File: src/hw/char_pkg.sv
package char_pkg;

	// Character RAM, 1 KB of codes followed by 1 KB of attributes
	localparam int VRAM_AW = 11;

	// Character ROM, address is {code[9:0], row[2:0]}
	localparam int ROM_AW = 13;

	// Plane 1 in the upper byte, plane 0 in the lower byte
	localparam int ROM_DW = 16;

	localparam int HCNT_W = 9;
	localparam int VCNT_W = 9;

	// Slot phase is h_pos[2:0]
	// Phases 0..3 belong to the CPU, 4..7 to the video fetch
	localparam logic [2:0] PH_CODE    = 3'd4; // Code byte address on the RAM
	localparam logic [2:0] PH_ATTR    = 3'd6; // Attribute byte address on the RAM
	localparam logic [2:0] PH_ROMADDR = 3'd0; // First phase with the new ROM address
	localparam logic [2:0] PH_LOAD    = 3'd1; // Shifter takes the ROM word

	// Cycles from the fetch count of a tile to its first pixel.
	// Tile fetched at h = 8c shows pixel 0 at h = 8c + PIX_DELAY
	localparam int PIX_DELAY = 10;

endpackage

File: src/hw/char_tile_fetch.sv
module char_tile_fetch (
	input  logic                        clk,
	input  logic                        rst_n,
	input  logic [char_pkg::HCNT_W-1:0] h_pos,
	input  logic [char_pkg::VCNT_W-1:0] v_pos,
	input  logic                        flip,
	input  logic [7:0]                  vid_data,
	output logic [char_pkg::ROM_AW-1:0] rom_addr,
	output logic [3:0]                  tile_pal,
	output logic                        tile_hflip
);
	import char_pkg::*;

	// RAM data lags its address by one cycle
	localparam logic [2:0] CODE_STB = PH_CODE + 3'd1;
	localparam logic [2:0] ATTR_STB = PH_ATTR + 3'd1;

	logic [2:0] phase;
	logic [7:0] code_lo;   // Code bits 7:0
	logic       eff_vflip;
	logic       eff_hflip;
	logic [2:0] row;

	assign phase = h_pos[2:0];

	// Attribute decode straight off the RAM output
	assign eff_vflip = vid_data[5] ^ flip;
	assign eff_hflip = vid_data[4] ^ flip;
	assign row       = v_pos[2:0] ^ {3{eff_vflip}}; // Mirror the row inside the tile

	always_ff @(posedge clk) begin
		if (phase == CODE_STB) begin
			code_lo <= vid_data;
		end
	end

	// Attribute byte closes the slot.
	// Address and tile controls become valid at PH_ROMADDR of the next slot
	always_ff @(posedge clk or negedge rst_n) begin
		if (!rst_n) begin
			rom_addr   <= '0;
			tile_pal   <= '0;
			tile_hflip <= 1'b0;
		end else if (phase == ATTR_STB) begin
			rom_addr   <= {vid_data[7:6], code_lo, row}; // Code 9:8 from attribute
			tile_pal   <= vid_data[3:0];
			tile_hflip <= eff_hflip;
		end
	end

	// ROM sees a new address only once per slot, at PH_ROMADDR
	assert property (@(posedge clk) disable iff (!rst_n)
		$changed(rom_addr) |-> phase == PH_ROMADDR);

endmodule

File: config.mk
export PLATFORM = sky130hd
export DESIGN_NAME = char_tile_fetch
export DESIGN_NICKNAME = d
export VERILOG_FILES = /design/src/hw/char_pkg.sv /design/src/hw/char_tile_fetch.sv
export SDC_FILE = /design/constraint.sdc
export NUM_CORES = 1
export LEC_CHECK = 0
export BUFFER_PORTS_ARGS = -buffer_cell sky130_fd_sc_hd__buf_2
export CORE_UTILIZATION = 35
export DETAILED_ROUTE_END_ITERATION = 7
export PLACE_DENSITY = 0.62
export SYNTH_ARGS = -nofsm -noshare
export SYNTH_HDL_FRONTEND = slang
export SYNTH_SLANG_ARGS = --single-unit
export TNS_END_PERCENT = 1
File: constraint.sdc
create_clock -name clk -period 1.59 [get_ports clk]
set_input_delay 0.159 -clock clk [delete_from_list [all_inputs] [get_ports clk]]
set_output_delay 0.159 -clock clk [all_outputs]
set_load 0.02 [all_outputs]
# Word-level counts from Yosys, hierarchy flattened
# Index checks and enable logic that the tools add are counted.
[classes] eq_ne=2 n_bitwise=3
[op_table] operator="$eq A3 B3 Y1 const B" count=2
[op_table] operator="$xor A3 B3 Y3" count=1
[op_table] operator="$xor A1 B1 Y1" count=2
[word_totals] regBits=26 out_inout_bits=18 elab_cells=9

# Logic depth before layout (Yosys ltp)
[depth] depth_word=2 depth_mapped=3 mapped_depth_nobuf=2

# Worst setup path after synthesis
# No wires, ideal clock.
[synth_path] kind="input -> register" startpoint="input h_pos[0] in the netlist's numbering" endpoint="register code_lo[0] (enable)" setup_ns=0.371 arrival_ns=0.564 setup_slack_ns=0.655 path_stages=2 path_cell_list="nand2_1 -> nor2_1"
[synth_via] elab_chain_len=1
[synth_lines] element="from (decl)" line_no="char_tile_fetch.sv:4" rtl="input logic [char_pkg::HCNT_W-1:0] h_pos,"
[synth_lines] element="$eq A3 B3 Y1" line_no="char_tile_fetch.sv:32" rtl="if (phase == CODE_STB) begin"
[synth_lines] element="to (signal assigned)" line_no="char_tile_fetch.sv:33" rtl="code_lo <= vid_data;"
[synth_lines] element="to (decl)" line_no="char_tile_fetch.sv:19" rtl="logic [7:0] code_lo;"
# No other way between the ends.
# A chain may end at the register's enable or synchronous reset.

# Worst setup path after layout
[layout_path] startpoint="register rom_addr[0] in the netlist's numbering" endpoint="output rom_addr[0] in the netlist's numbering"
[layout_rtl] element="from (decl)" line_no="char_tile_fetch.sv:8" rtl="output logic [char_pkg::ROM_AW-1:0] rom_addr,"
[layout_rtl] element="from (signal assigned)" line_no="char_tile_fetch.sv:45" rtl="rom_addr <= {vid_data[7:6], code_lo, row};"
# No word-level cell between the ends.

==> qor.csv <==
metric,value,unit
synth_cells,52,
first_iter_violations,8,
ys_top_cells_by_area,"dfrtp_1 43%, edfxtp_1 23%, mux2_4 14%",
hp-start,vid_data[7],
core_area,2810,µm²
placementRows,19,
cts.sinks,26,
worst_pin_slew,406,ps
layout-drive-gt1-share,0.633,
relSlewSlack,0.730,
whs,31.4,ps
avgSynthCellArea,20.1,µm²
layout_commonest_cell,buf_2,
die_w,56.7,µm
cts-resized-gates,0,
failed_checks,DRC,
finalCritPeriodShare,0.655,
final_nets,121,
ys_seq_area_frac,0.659,
cts_buffer_depth,2,
yosys.area.top_type,dfrtp_1,
hp-class,in -> reg,
grtUsageTotal,0.116,
cts_tree,built,
avgViaCountPerCell,4.50,
ys_ff_latch,26,
cpPeakStageDelay,410,ps
worstSetupPathType,reg -> out,
ir_worst_vdd,0.000644,V
end_kind,output pin,
crit_start,rom_addr[0],
routed_wl,1570,µm
period_minus_slack,1040,ps
clk_latency,310,ps
leakagePower,0.630,nW
hold_viol,0,
seqCellArea,691,µm²
path_buf_inv,1,
num_io_pins,47,
setup_viol,0,
syn_nets,81,
routedWlPerCell,13.0,µm
grt_pass1_vias,575,
path_delay_family,flip-flops,
crit_chain,buf_2,
grt_pass1_wl,2800,µm
crit_fanout,2,
final.setup_skew,3.23,ps
status,finished with violations,
numCtsBuffers,3,
yosysUniqueCellTypes,10,
dieArea,3210,µm²
ant_nets,0,
layout_common_cells,"34 x buf_2, 18 x dfrtp_1, 10 x mux2_4",
cp.arrival,880,ps
port_buffers,34,
slew_viol_final,0,
place_congestion,0.635,
yosysTopAreaCellShare,0.430,
syn2layout_area_growth,22.7,%
fillers,266,
initial_utilization,0.373,
drc_errors,2,
antenna_found_initial,0,
grt_remaining_overflow,0,
vias,545,
h-tree-depth,1,
start_kind,flip-flop,
ys_warn_count,0,
required,1430,ps
crit_slowest_cell,dfrtp_1,
worstReg2RegStart,rom_addr[6],
clk_pin_slew_worst_paths,130,ps
max_cap_violations,0,
synth_area,1050,µm²
firstDrtPassIters,7,
dieHeight,56.7,µm
grt_max_degree,19,
fmax,961,MHz
rsz0062_at_grt,false,
p_per_area,1190,nW/µm²
antenna_cells,0,
cts_root_buf,clkbuf_4,
multi_input_area,345,µm²
final.setup.tns,0,ps
==> routing by layer <==
layer  GRT usage  share of wire
met5           0              0
met4      0.0214              0
met3      0.0415          0.052
met2       0.179           0.47
met1       0.159           0.48
==> power breakdown <==
| group | total [mW] | switching [mW] | internal [mW] |
|---|---|---|---|
| Clock | 0.265 | 0.177 | 0.0884 |
| Sequential | 0.844 | 0.0505 | 0.794 |
| Combinational | 0.414 | 0.212 | 0.201 |
| Total | 1.52 | 0.439 | 1.08 |
==> path summary, 6_finish.rpt <==
path                                 to  slack [ps]  cells after the start
hold / removal               code_lo[7]          30                      1
min in group asynchronous  rom_addr[10]         290                      2
setup reg to reg            rom_addr[6]         820                      1
max in group asynchronous  rom_addr[11]        1010                      2
hold reg to reg             rom_addr[7]         490                      1
setup / recovery            rom_addr[0]         550                      1
==> per-stage QoR <==
step           utilization  worst slack [ps]  cells  total power [mW]  area (µm²)
2_1_floorplan            -               655     52              1.12        1050
3_3_place_gp         0.446               521    117              1.27        1250
3_5_place_dp         0.446               489    117              1.28        1250
4_1_cts              0.458               536    121              1.54        1280
5_1_grt              0.458               479    121              1.61        1280
6_report             0.458               549    121              1.52        1280
==> Yosys cell counts <==
library cell	number
edfxtp_1	8
nand2_1	1
nor2_1	1
xor2_1	1
buf_6	1
mux2_2	8
mux2_4	10
dfrtp_1	18
xor3_1	3
nand3_4	1
==> logic make-up after synthesis <==
kind of cell,count (synthesis),synth area share
buf+inv,1,0.0108
flops,26,0.659
mux,18,0.229
xor+xnor,4,0.0765
simple gates,3,0.0239
==> area by class of cell <==
| class | count | share of cell area |
|---|---|---|
| Timing Repair Buffer | 36 | 0.146 |
| Sequential cell | 26 | 0.537 |
| Multi-Input combinational cell | 25 | 0.269 |
| Clock buffer | 3 | 0.0175 |
| Tap cell | 31 | 0.0302 |
==> sequential cells by signal, summed over array words and instances (netlist names) <==
signal	cells
rom_addr	13
code_lo	8
tile_pal	4
tile_hflip	1
==> what timing repair did <==
action | in CTS | in global routing
setup endpoints to repair | 0 | 0
endpoints found under the hold margin | 18 | 0
hold buffers | 1 | 0
buffers inserted | 0 | 0
Power figures use the tool's default switching activity.
