<file path="src/hw/char_pkg.sv">
package char_pkg;

	// Character RAM, 1 KB of codes followed by 1 KB of attributes
	localparam int VRAM_AW = 11;

	// Character ROM, address is {code[9:0], row[2:0]}
	localparam int ROM_AW = 13;

	// Plane 1 in the upper byte, plane 0 in the lower byte
	localparam int ROM_DW = 16;

	localparam int HCNT_W = 9;
	localparam int VCNT_W = 9;

	// Slot phase is h_pos[2:0]
	// Phases 0..3 belong to the CPU, 4..7 to the video fetch
	localparam logic [2:0] PH_CODE    = 3'd4; // Code byte address on the RAM
	localparam logic [2:0] PH_ATTR    = 3'd6; // Attribute byte address on the RAM
	localparam logic [2:0] PH_ROMADDR = 3'd0; // First phase with the new ROM address
	localparam logic [2:0] PH_LOAD    = 3'd1; // Shifter takes the ROM word

	// Cycles from the fetch count of a tile to its first pixel.
	// Tile fetched at h = 8c shows pixel 0 at h = 8c + PIX_DELAY
	localparam int PIX_DELAY = 10;

endpackage

</file>
<file path="src/hw/video_counter.sv">
module video_counter #(
	parameter int H_TOTAL = 384,
	parameter int V_TOTAL = 264
) (
	input  logic                        clk,
	input  logic                        rst_n,
	output logic [char_pkg::HCNT_W-1:0] h_pos,
	output logic [char_pkg::VCNT_W-1:0] v_pos
);
	import char_pkg::*;

	localparam logic [HCNT_W-1:0] H_LAST = HCNT_W'(H_TOTAL - 1);
	localparam logic [VCNT_W-1:0] V_LAST = VCNT_W'(V_TOTAL - 1);

	logic h_wrap;
	logic v_wrap;

	assign h_wrap = (h_pos == H_LAST);
	assign v_wrap = (v_pos == V_LAST);

	// Pixel counter along the line
	always_ff @(posedge clk or negedge rst_n) begin
		if (!rst_n) begin
			h_pos <= '0;
		end else if (h_wrap) begin
			h_pos <= '0;
		end else begin
			h_pos <= h_pos + 1'b1;
		end
	end

	// Line counter, steps once per line on the h wrap
	always_ff @(posedge clk or negedge rst_n) begin
		if (!rst_n) begin
			v_pos <= '0;
		end else if (h_wrap) begin
			if (v_wrap) begin
				v_pos <= '0; // End of frame
			end else begin
				v_pos <= v_pos + 1'b1;
			end
		end
	end

endmodule

</file>
<file path="config.mk">
export PLATFORM = sky130hd
export DESIGN_NAME = video_counter
export DESIGN_NICKNAME = d
export VERILOG_FILES = /design/src/hw/char_pkg.sv /design/src/hw/video_counter.sv
export SDC_FILE = /design/constraint.sdc
export NUM_CORES = 1
export LEC_CHECK = 0
export BUFFER_PORTS_ARGS = -buffer_cell sky130_fd_sc_hd__buf_2
export CAP_MARGIN = 20
export CORE_UTILIZATION = 50
export DETAILED_ROUTE_END_ITERATION = 10
export PLACE_DENSITY = 0.76
export SLEW_MARGIN = 40
export SYNTH_ARGS = -nofsm -noshare
export SYNTH_HDL_FRONTEND = slang
export SYNTH_SLANG_ARGS = --single-unit
</file>
<file path="constraint.sdc">
create_clock -name clk -period 1.85 [get_ports clk]
set_input_delay 0.0925 -clock clk [delete_from_list [all_inputs] [get_ports clk]]
set_output_delay 0.0925 -clock clk [all_outputs]
set_load 0.1 [all_outputs]
</file>
* Word-level counts from Yosys, hierarchy flattened
Cells that the tools add are included.
W data, S select, Z words.
** Storage, ports and cells
- Bits in registers :: 18
- Input bits :: 2
- Logic and storage cells :: 8
** Operators by class
- Add/sub/neg operators :: 2
- Equality and inequality tests :: 2
- Multiplexer cells :: 2
** Operator list (count)
- $add A9 B1 Y9 const B :: 2
- $eq A9 B9 Y1 const B :: 2
- $mux W9 :: 2

* Longest topological paths before layout
- Depth after elaboration :: 2
- Gate-level depth with buffers :: 6

* Least setup slack after synthesis
No wires, ideal clock.
- Path type :: register to register
- Start :: reg h_pos[0] in the netlist's numbering
- End :: reg v_pos[4] in the netlist's numbering
- Arrival time :: 2251 ps
- Slack :: -562 ps
- Stages on the path, launching flop included :: 7
- Buffers on the path :: 1
- Cell sequence :: dfrtp_1 -> ha_1 -> and4b_1 -> and3_1 -> clkbuf_1 -> nand4_1 -> xnor2_1
** On the way
- Cells in the longest elaborated chain, start to end :: 1
** Ends and longest elaborated chain
- start: declaration :: line video_counter.sv:7 : output logic [char_pkg::HCNT_W-1:0] h_pos,
- start signal: assignment :: line video_counter.sv:28 : h_pos <= h_pos + 1'b1;
- $eq A9 B9 Y1 :: line video_counter.sv:18 : assign h_wrap = (h_pos == H_LAST);
- end signal: assignment :: line video_counter.sv:40 : v_pos <= v_pos + 1'b1;
- end: declaration :: line video_counter.sv:8 : output logic [char_pkg::VCNT_W-1:0] v_pos
No other way between the ends.
A chain may end at the register's enable or synchronous reset.

* Worst setup path after layout
- Start :: reg v_pos[3] in the netlist's numbering
- End :: reg v_pos[0] in the netlist's numbering
** On the way
- Cells in the longest elaborated chain, start to end :: 2
** Ends and longest elaborated chain
- $eq A9 B9 Y1 :: line video_counter.sv:19 : assign v_wrap = (v_pos == V_LAST);
- $mux W9 :: line video_counter.sv:37 : if (v_wrap) begin
No other way between the ends.

==> results.cfg <==
[route]
firstDrtPassIters = 4
via_count = 673
dr_wl_met2_um = 765
drtIter0Drc = 8
routed.top_layer = met4
wl_um = 1610
wire_per_inst_um = 13.4
wl_met3_um = 36
drc = 0
drtAntennaViolNets = 0
routed_via_density = 5.61
wl_met1_um = 796

[critical_path]
worstPathArrival_ps = 1910
crit_buf_inv = 0
cp.required_ps = 2020
cp_max_fo = 9
regToRegSetupSlack_ps = 110
rr_endpoint = v_pos[0]$_DFFE_PN0N_
critPathCapture = v_pos[0]$_DFFE_PN0N_
cp-start-kind = flip-flop
slowest_delay_ps = 560
critPathSlowestCell = or4b_4
worstPathCellList = or4b_4, nor4_4, nor2_1, mux2_2
criticalPathCategory = reg -> reg
path_delay_family = simple AND/OR/NAND/NOR gates
r2r-start = v_pos[3]$_DFFE_PN0N_
cp.depth = 4
crit_start = v_pos[3]$_DFFE_PN0N_
setup.worst_path.end_class = flip-flop
rr_worst_depth = 4

[clock_network]
numClockSinks = 18
cts_made_buffers = 3
clkTransAtPathRegs_ps = 100
htreeDepth = 1
clockRootBuffer = clkbuf_4
clock_latency_ps = 280
tritoncts = yes
max-clock-path-buffers = 2

[yosys]
syn-cell-area_um2 = 852
synth_most_common_cell = dfrtp_1
ys.flop_type = dfrtp_1
syn_nets = 86
netlist_instances = 82
synth_edf_count = 0
ys_seq_area_share_pct = 52.9
post_synth.cell_area_avg_um2 = 10.4
yosys_register_bits = 18
ys_warn_count = 0
ys_types = 23
synth_top_area_share_pct = 52.9
synth_common_cells = 18 x dfrtp_1, 10 x nand2_1, 10 x nand3_1
synthTopCellsByArea = dfrtp_1 53%, nand3_1 5.9%, xor2_1 5.1%, nand2_1 4.4%, xnor2_1 4.1%
async_reset_ff_share_pct = 100
synth_top_area_cell = dfrtp_1

[sta]
period_share_pct = 94.0
drv_slew = 0
worstMarginPinSlew_ps = 487
tns_ps = 0
setup_ws_ps = 111
timing.fmax_mhz = 575
setup_viol = 0
slew_headroom_pct = 67.7
finalHoldViolCount = 0
rsz0062_at_grt = no
fin_skew_ps = 5.31
fin_crit_ps = 1740

[layout]
nFillCells = 132
num_antenna_cells = 0
area.growth.synth_to_final_pct = 22.0
multiInputGateArea_um2 = 410
final_nets = 109
final-seq-area_um2 = 478
drive_gt1_share_pct = 41.3

[run]
drv_cap = 0

[power]
ir_drop_v = 0.000452
cellPowerDensity_nw_per_um2 = 575
power_leakage_uw = 0.000476
power_uw = 598

[grt]
grt_max_degree = 19
overflow = 0
grtUsageTotal_pct = 19.0
grt_pass1_wl_um = 2630
grt_pass1_vias = 594
antenna_found_initial = 0

[status]
status = finished clean

[floorplanning]
initial_utilization_pct = 55.3
core_area_um2 = 1540
die_area_um2 = 1870
io_pins = 20
die_w_um = 43.3
row_count = 14
die_height_um = 43.3

[place]
port_buffers = 19
routabilityCongestion = 0.784
pre_cts_ws_ps = 111
dp.final_hpwl_um = 1160

[hold_path]
min_path_type = in -> async
metrics by stage:
step	util [%]	instance area [µm²]	cells	hold slack (ps)
after floorplan	-	893	82	-203
after global placement	64.8	998	115	39.5
after detailed placement	64.8	998	115	43.6
after CTS	67.1	1030	120	256
after global routing	67.5	1040	120	288
final	67.5	1040	120	253
worst min path at each step:
| stage | end | depth (start not counted) | slack (ps) | start |
|---|---|---|---|---|
| finish | h_pos[2]$_DFF_PN0_ | 2 | 250 | rst_n |
| global route | h_pos[2]$_DFF_PN0_ | 2 | 290 | rst_n |
| CTS | h_pos[0]$_DFF_PN0_ | 2 | 260 | rst_n |
| detailed placement | h_pos[0]$_DFF_PN0_ | 1 | 40 | rst_n |
| global placement | v_pos[3]$_DFFE_PN0N_ | 1 | 40 | rst_n |
| floorplan | h_pos[2]$_DFF_PN0_ | 0 | -200 | rst_n |
sequential cells by signal (all words and copies together) (netlist names):
name / cells
h_pos: 9
v_pos: 9
cells by family after synthesis:
group / share of synthesized area (%)
multiplexers: 1.32
AND/OR/NAND/NOR: 26.9
flip-flops: 52.9
adder cells (fa/ha/maj): 2.94
XOR/XNOR: 9.25
buffers and inverters: 1.03
AO/OA/AOI/OAI: 5.73
repair_timing:
action                                 in CTS  in global routing
buffers inserted                            0                  0
hold buffers                                1                  0
resized for setup                           0                  1
endpoints found under the hold margin      18                  0
setup endpoints to repair                   0                  2
power by group:
part | internal [µW] | total (µW) | switching [µW]
clock network | 83.6 | 196 | 112
registers | 393 | 393 | 0
logic | 2.14 | 9.55 | 7.41
per-layer routing:
layer,vias up,track usage (%)
met1,328,27.6
met2,7,27.8
met4,0,9.09
met5,-,0
met3,2,2.55
li1,336,-
placed cells by master (no fill, tap or decap), types with 2 or more instances in the layout:
master,netlist,routed
buf_2,1,19
dfrtp_2,0,13
nand2_1,10,10
nand3_1,10,9
o21ai_0,5,5
xor2_1,5,5
nor2_1,5,5
xnor2_1,4,4
nor3_1,4,4
nand4_1,3,3
clkbuf_4,0,3
dfrtp_4,0,3
and3_1,2,2
a21oi_1,2,2
and2_1,2,2
dfrtp_1,18,2
final cells by class:
type	count	share of cell area [%]
flip-flops and latches	18	46.0
multi-input cells	62	39.5
repair buffers	20	10.1
clock buffers	4	2.53
well taps	16	1.93
Power figures use the tool's default switching activity.
