===== config.mk =====
export PLATFORM = sky130hd
export DESIGN_NAME = char_pixel_shift
export DESIGN_NICKNAME = d
export VERILOG_FILES = /design/src/hw/char_pkg.sv /design/src/hw/char_pixel_shift.sv
export SDC_FILE = /design/constraint.sdc
export NUM_CORES = 1
export LEC_CHECK = 0
export BUFFER_PORTS_ARGS = -buffer_cell sky130_fd_sc_hd__buf_2
export CORE_MARGIN = 2
export CORE_UTILIZATION = 30
export CTS_CLUSTER_DIAMETER = 100
export CTS_CLUSTER_SIZE = 14
export DETAILED_ROUTE_END_ITERATION = 16
export SLEW_MARGIN = 20
export SYNTH_ARGS = -nofsm -noshare
export SYNTH_HDL_FRONTEND = slang
export SYNTH_SLANG_ARGS = --single-unit

===== constraint.sdc =====
create_clock -name clk -period 3 [get_ports clk]
set_input_delay 0.3 -clock clk [delete_from_list [all_inputs] [get_ports clk]]
set_output_delay 0.3 -clock clk [all_outputs]
set_load 0.05 [all_outputs]

===== src/hw/char_pkg.sv =====
package char_pkg;

	// Character RAM, 1 KB of codes followed by 1 KB of attributes
	localparam int VRAM_AW = 11;

	// Character ROM, address is {code[9:0], row[2:0]}
	localparam int ROM_AW = 13;

	// Plane 1 in the upper byte, plane 0 in the lower byte
	localparam int ROM_DW = 16;

	localparam int HCNT_W = 9;
	localparam int VCNT_W = 9;

	// Slot phase is h_pos[2:0]
	// Phases 0..3 belong to the CPU, 4..7 to the video fetch
	localparam logic [2:0] PH_CODE    = 3'd4; // Code byte address on the RAM
	localparam logic [2:0] PH_ATTR    = 3'd6; // Attribute byte address on the RAM
	localparam logic [2:0] PH_ROMADDR = 3'd0; // First phase with the new ROM address
	localparam logic [2:0] PH_LOAD    = 3'd1; // Shifter takes the ROM word

	// Cycles from the fetch count of a tile to its first pixel.
	// Tile fetched at h = 8c shows pixel 0 at h = 8c + PIX_DELAY
	localparam int PIX_DELAY = 10;

endpackage


===== src/hw/char_pixel_shift.sv =====
module char_pixel_shift (
	input  logic                        clk,
	input  logic                        rst_n,
	input  logic [char_pkg::HCNT_W-1:0] h_pos,
	input  logic [char_pkg::ROM_DW-1:0] rom_data,
	input  logic [3:0]                  tile_pal,
	input  logic                        tile_hflip,
	output logic [1:0]                  pix_color,
	output logic [3:0]                  pix_pal
);
	import char_pkg::*;

	localparam int PW = ROM_DW / 2; // Bits per plane, one per pixel

	logic          load;
	logic [PW-1:0] pl1;
	logic [PW-1:0] pl0;
	logic          sh_hflip;
	logic [PW-1:0] src1;
	logic [PW-1:0] src0;
	logic          dir;

	assign load = (h_pos[2:0] == PH_LOAD);

	// On a load the first pixel comes straight from the ROM word
	assign src1 = load ? rom_data[ROM_DW-1:PW] : pl1;
	assign src0 = load ? rom_data[PW-1:0] : pl0;
	assign dir  = load ? tile_hflip : sh_hflip;

	always_ff @(posedge clk or negedge rst_n) begin
		if (!rst_n) begin
			pl1       <= '0;
			pl0       <= '0;
			sh_hflip  <= 1'b0;
			pix_color <= '0;
			pix_pal   <= '0;
		end else begin
			if (dir) begin
				// Mirrored tile, LSB first
				pix_color <= {src1[0], src0[0]};
				pl1       <= src1 >> 1;
				pl0       <= src0 >> 1;
			end else begin
				pix_color <= {src1[PW-1], src0[PW-1]};
				pl1       <= src1 << 1;
				pl0       <= src0 << 1;
			end
			if (load) begin
				sh_hflip <= tile_hflip;
				pix_pal  <= tile_pal; // Held for all eight pixels
			end
		end
	end

	// Palette steps at the first pixel of a tile, PIX_DELAY into its fetch slot.
	// A short line may wrap right after the load
	assert property (@(posedge clk) disable iff (!rst_n)
		$changed(pix_pal) |-> (h_pos[2:0] == 3'(PIX_DELAY)) || (h_pos == '0));

endmodule


**Word-level counts from Yosys, hierarchy flattened**

Index checks and enable logic that the tools add are counted.

- Register bits: 23
- Bits of input ports: 32
- Word-level logic and storage cells: 12

- Equal/unequal tests: 1
- Multiplexer cells: 6

Operator list:

| cell | count |
|---|---|
| $mux W8 | 4 |
| $eq A3 B1 Y1 const B | 1 |
| $mux W2 | 1 |
| $mux W1 | 1 |

**Depth between registers and ports, before layout**

- Depth in word-level cells: 3
- Mapped depth: 4

**Least setup slack after synthesis**

No wires, ideal clock.

- Path kind: input-to-reg
- Start point: input h_pos[1] (netlist bit)
- End point: register pix_pal[2]
- Library setup time: 0.125 ns
- Arrival time: 1.231 ns
- Path slack: 1.644 ns
- Cell stages on the path: 4
- Path buffers: 2
- Cells stage by stage: or3b_1 buf_6 buf_12 mux2_4

- Longest elaborated chain between the ends: 1

RTL lines:

| element | RTL line | source |
|---|---|---|
| start: declaration | char_pixel_shift.sv:4 | `input logic [char_pkg::HCNT_W-1:0] h_pos,` |
| $eq A3 B1 Y1 | char_pixel_shift.sv:23 | `assign load = (h_pos[2:0] == PH_LOAD);` |
| end signal: assignment | char_pixel_shift.sv:50 | `pix_pal <= tile_pal;` |
| end: declaration | char_pixel_shift.sv:9 | `output logic [3:0] pix_pal` |

No other way between the ends.
A chain may end at the register's enable or synchronous reset.

**Worst setup path after layout**

Same ends and word-level chain as after synthesis.

==> flow_metrics.tcl <==
set metrics [dict create \
    critPathMaxStageDelay_ns 0.68 \
    max-slew-margin-rel_pct 42.1 \
    drtIter0Drc 29 \
    post-cts-setup-buffer-count 0 \
    rows 23 \
    detailroute.via_count 773 \
    clock-sinks 23 \
    clock_insertion_delay_worst_skew_ns 0.26 \
    synth_cells 90 \
    clk_path_buf_depth 2 \
    cp_top_family "simple AND/OR/NAND/NOR gates" \
    gpl.final_weighted_congestion 0.715 \
    htree_depth 1 \
    worstPathArrival_ns 1.73 \
    drt_wl_total_microns 2210 \
    drt_drc_violations_left 0 \
    dieHeight_microns 67.4 \
    floorplan.die_area_sq_um 4550 \
    grt_first_pass_wirelength_microns 3670 \
    firstDrtPassIters 4 \
    fmax_mhz 635 \
    cts_tree "yes" \
    worstPathCellList "buf_2 > or3b_1 > buf_4 > mux2_4" \
    grt_start_max_net_pins 24 \
    area_growth_pct 17.5 \
    avgViaCountPerCell 4.57 \
    worstHoldPathType "in2async" \
    post_synth.cell_area_avg_sq_um 13.4 \
    most-common-layout-cells "mux2i_1, buf_2, dfrtp_1, nand2_1, nand2b_1" \
    grtUsageTotal_pct 11.0 \
    timing.final.crit_period_ns 1.58 \
    netlist_top_cells_area "dfrtp_1, mux2i_1, mux2_2" \
    critical_path_buf_inv_count 2 \
    cp.required_ns 3.15 \
    count_of_filler_cells_inserted_in_the_layout 393 \
    synth_nets 122 \
    static-leakage-power_uw 0.000812 \
    number_of_global_route_vias_before_repair 805 \
    detail_route.wl_per_cell_microns 13.1 \
    drv_cap 0 \
    finClkSkew_ns 0.00202 \
    final_layout_size_suffix_gt1_share_pct 33.6 \
    antenna-diode-count 0 \
    report.final.setup_viol 0 \
    cts.repair.resized 0 \
    timing.critical_path.to_type "flip-flop" \
    port-buffer-count 31 \
    timing.final.crit_share_pct 52.5 \
    core_region_area_sq_um 3940 \
    clock-root-buffer "clkbuf_8" \
    ys_warn_count 0 \
    synth_top_area_share_pct 47.7 \
    detail-route-antenna-nets 0 \
    timing.final.max_slew_violations 0 \
    grt.overflow.total 0 \
    cp_slowest_cell "or3b_1" \
    initial_antenna_violation_count 0 \
    report.final.hold_viol_count 0 \
    setup.worst_path.class "in2reg" \
    synth.cell_area_sq_um 1210 \
    final_core_util_pct 36.0 \
    vdd.ir_drop.worst_uv 306 \
    worst_slew_pin_slew_ns 0.869 \
    initial_utilization_pct 30.6 \
    power_density_nw_per_um2 684 \
    cts-buffers-inserted 3 \
    post_cts_hold_buffer_count 0 \
    synth_cell_types 11 \
    run_status "finished, final reports clean" \
    critPathMaxFanout 14 \
    start_kind "primary input" \
    die_w_microns 67.4 \
    mostFrequentLayoutCell "mux2i_1" \
    synth.largest_area_cell "dfrtp_1" \
    rsz0062_at_grt "false" \
    synth_seq_cells 23 \
    totalNegativeSetupSlack_ns 0 \
    design.portCount 38 \
    worst_setup_hold_path_clk_slew_ns 0.08 \
    fin_nets 152 \
    yosysSeqAreaShare_pct 47.7 \
]
-- through the flow --
| stage | cells | power (uW) | instance area, sq um | setup WS, ns | hold slack (ns) |
|---|---|---|---|---|---|
| floorplan | 90 | 712 | 1210 | 1.64 | 0.00441 |
| global placement | 165 | 787 | 1370 | 1.16 | 0.300 |
| detailed placement | 165 | 799 | 1370 | 1.14 | 0.313 |
| CTS | 169 | 988 | 1420 | 1.43 | 0.0170 |
| global route | 169 | 1050 | 1420 | 1.39 | 0.0400 |
| finish | 169 | 971 | 1420 | 1.42 | 0.00175 |
-- kinds of logic after synthesis --
| kind of cell | count (synthesis) | share of synthesized area (%) |
|---|---|---|
| buffers and inverters | 7 | 4.87 |
| DFF | 23 | 47.7 |
| and+or+nand+nor | 9 | 4.04 |
| muxes | 51 | 43.4 |
-- layout make-up --
class                           instances  area (sq um)  area share (%)
Tap cell                               50          62.6            4.41
Clock buffer                            4          45.0            3.17
Sequential cell                        23           576            40.6
Multi-Input combinational cell         60           573            40.4
Timing Repair Buffer                   32           163            11.5
-- synthesized netlist by cell type --
| library cell | n |
|---|---|
| mux2_4 | 2 |
| buf_4 | 1 |
| buf_6 | 1 |
| buf_2 | 4 |
| buf_12 | 1 |
| or3b_1 | 1 |
| nand2_1 | 4 |
| mux2i_1 | 46 |
| mux2_2 | 3 |
| nand2b_1 | 4 |
| dfrtp_1 | 23 |
-- sequential cells by signal (all words and copies together), names as in the netlist --
register   count
pix_color      2
pl1            8
sh_hflip       1
pl0            8
pix_pal        4
-- path summary, 6_finish.rpt --
kind	to	slack [ns]	cells after the start	from
min in group clk	pix_pal[2]	0.26	2	tile_pal[2]
worst min-delay path	pix_color[1]	0.002	1	rst_n
worst min register to register	pix_pal[0]	0.51	1	pix_pal[0]
worst max register to register	pl0[3]	1.57	2	sh_hflip
worst max-delay path	pix_pal[2]	1.42	4	h_pos[1]
max in group asynchronous	pl0[3]	2.65	1	rst_n
-- per-layer routing --
layer / vias up / global-route usage [%] / share of wire, %
met4: 0 / 3.06 / 0.77
met1: 377 / 13.9 / 48
li1: 374 / - / -
met2: 18 / 17.8 / 46
met5: - / 0 / 0
met3: 4 / 4.00 / 4.8
-- power by group --
| group | total (uW) | switching (uW) | internal, uW |
|---|---|---|---|
| combinational | 288 | 153 | 136 |
| sequential | 497 | 79.2 | 418 |
| clock | 185 | 90.4 | 94.6 |
| total | 971 | 323 | 648 |
Power figures use the tool's default switching activity.
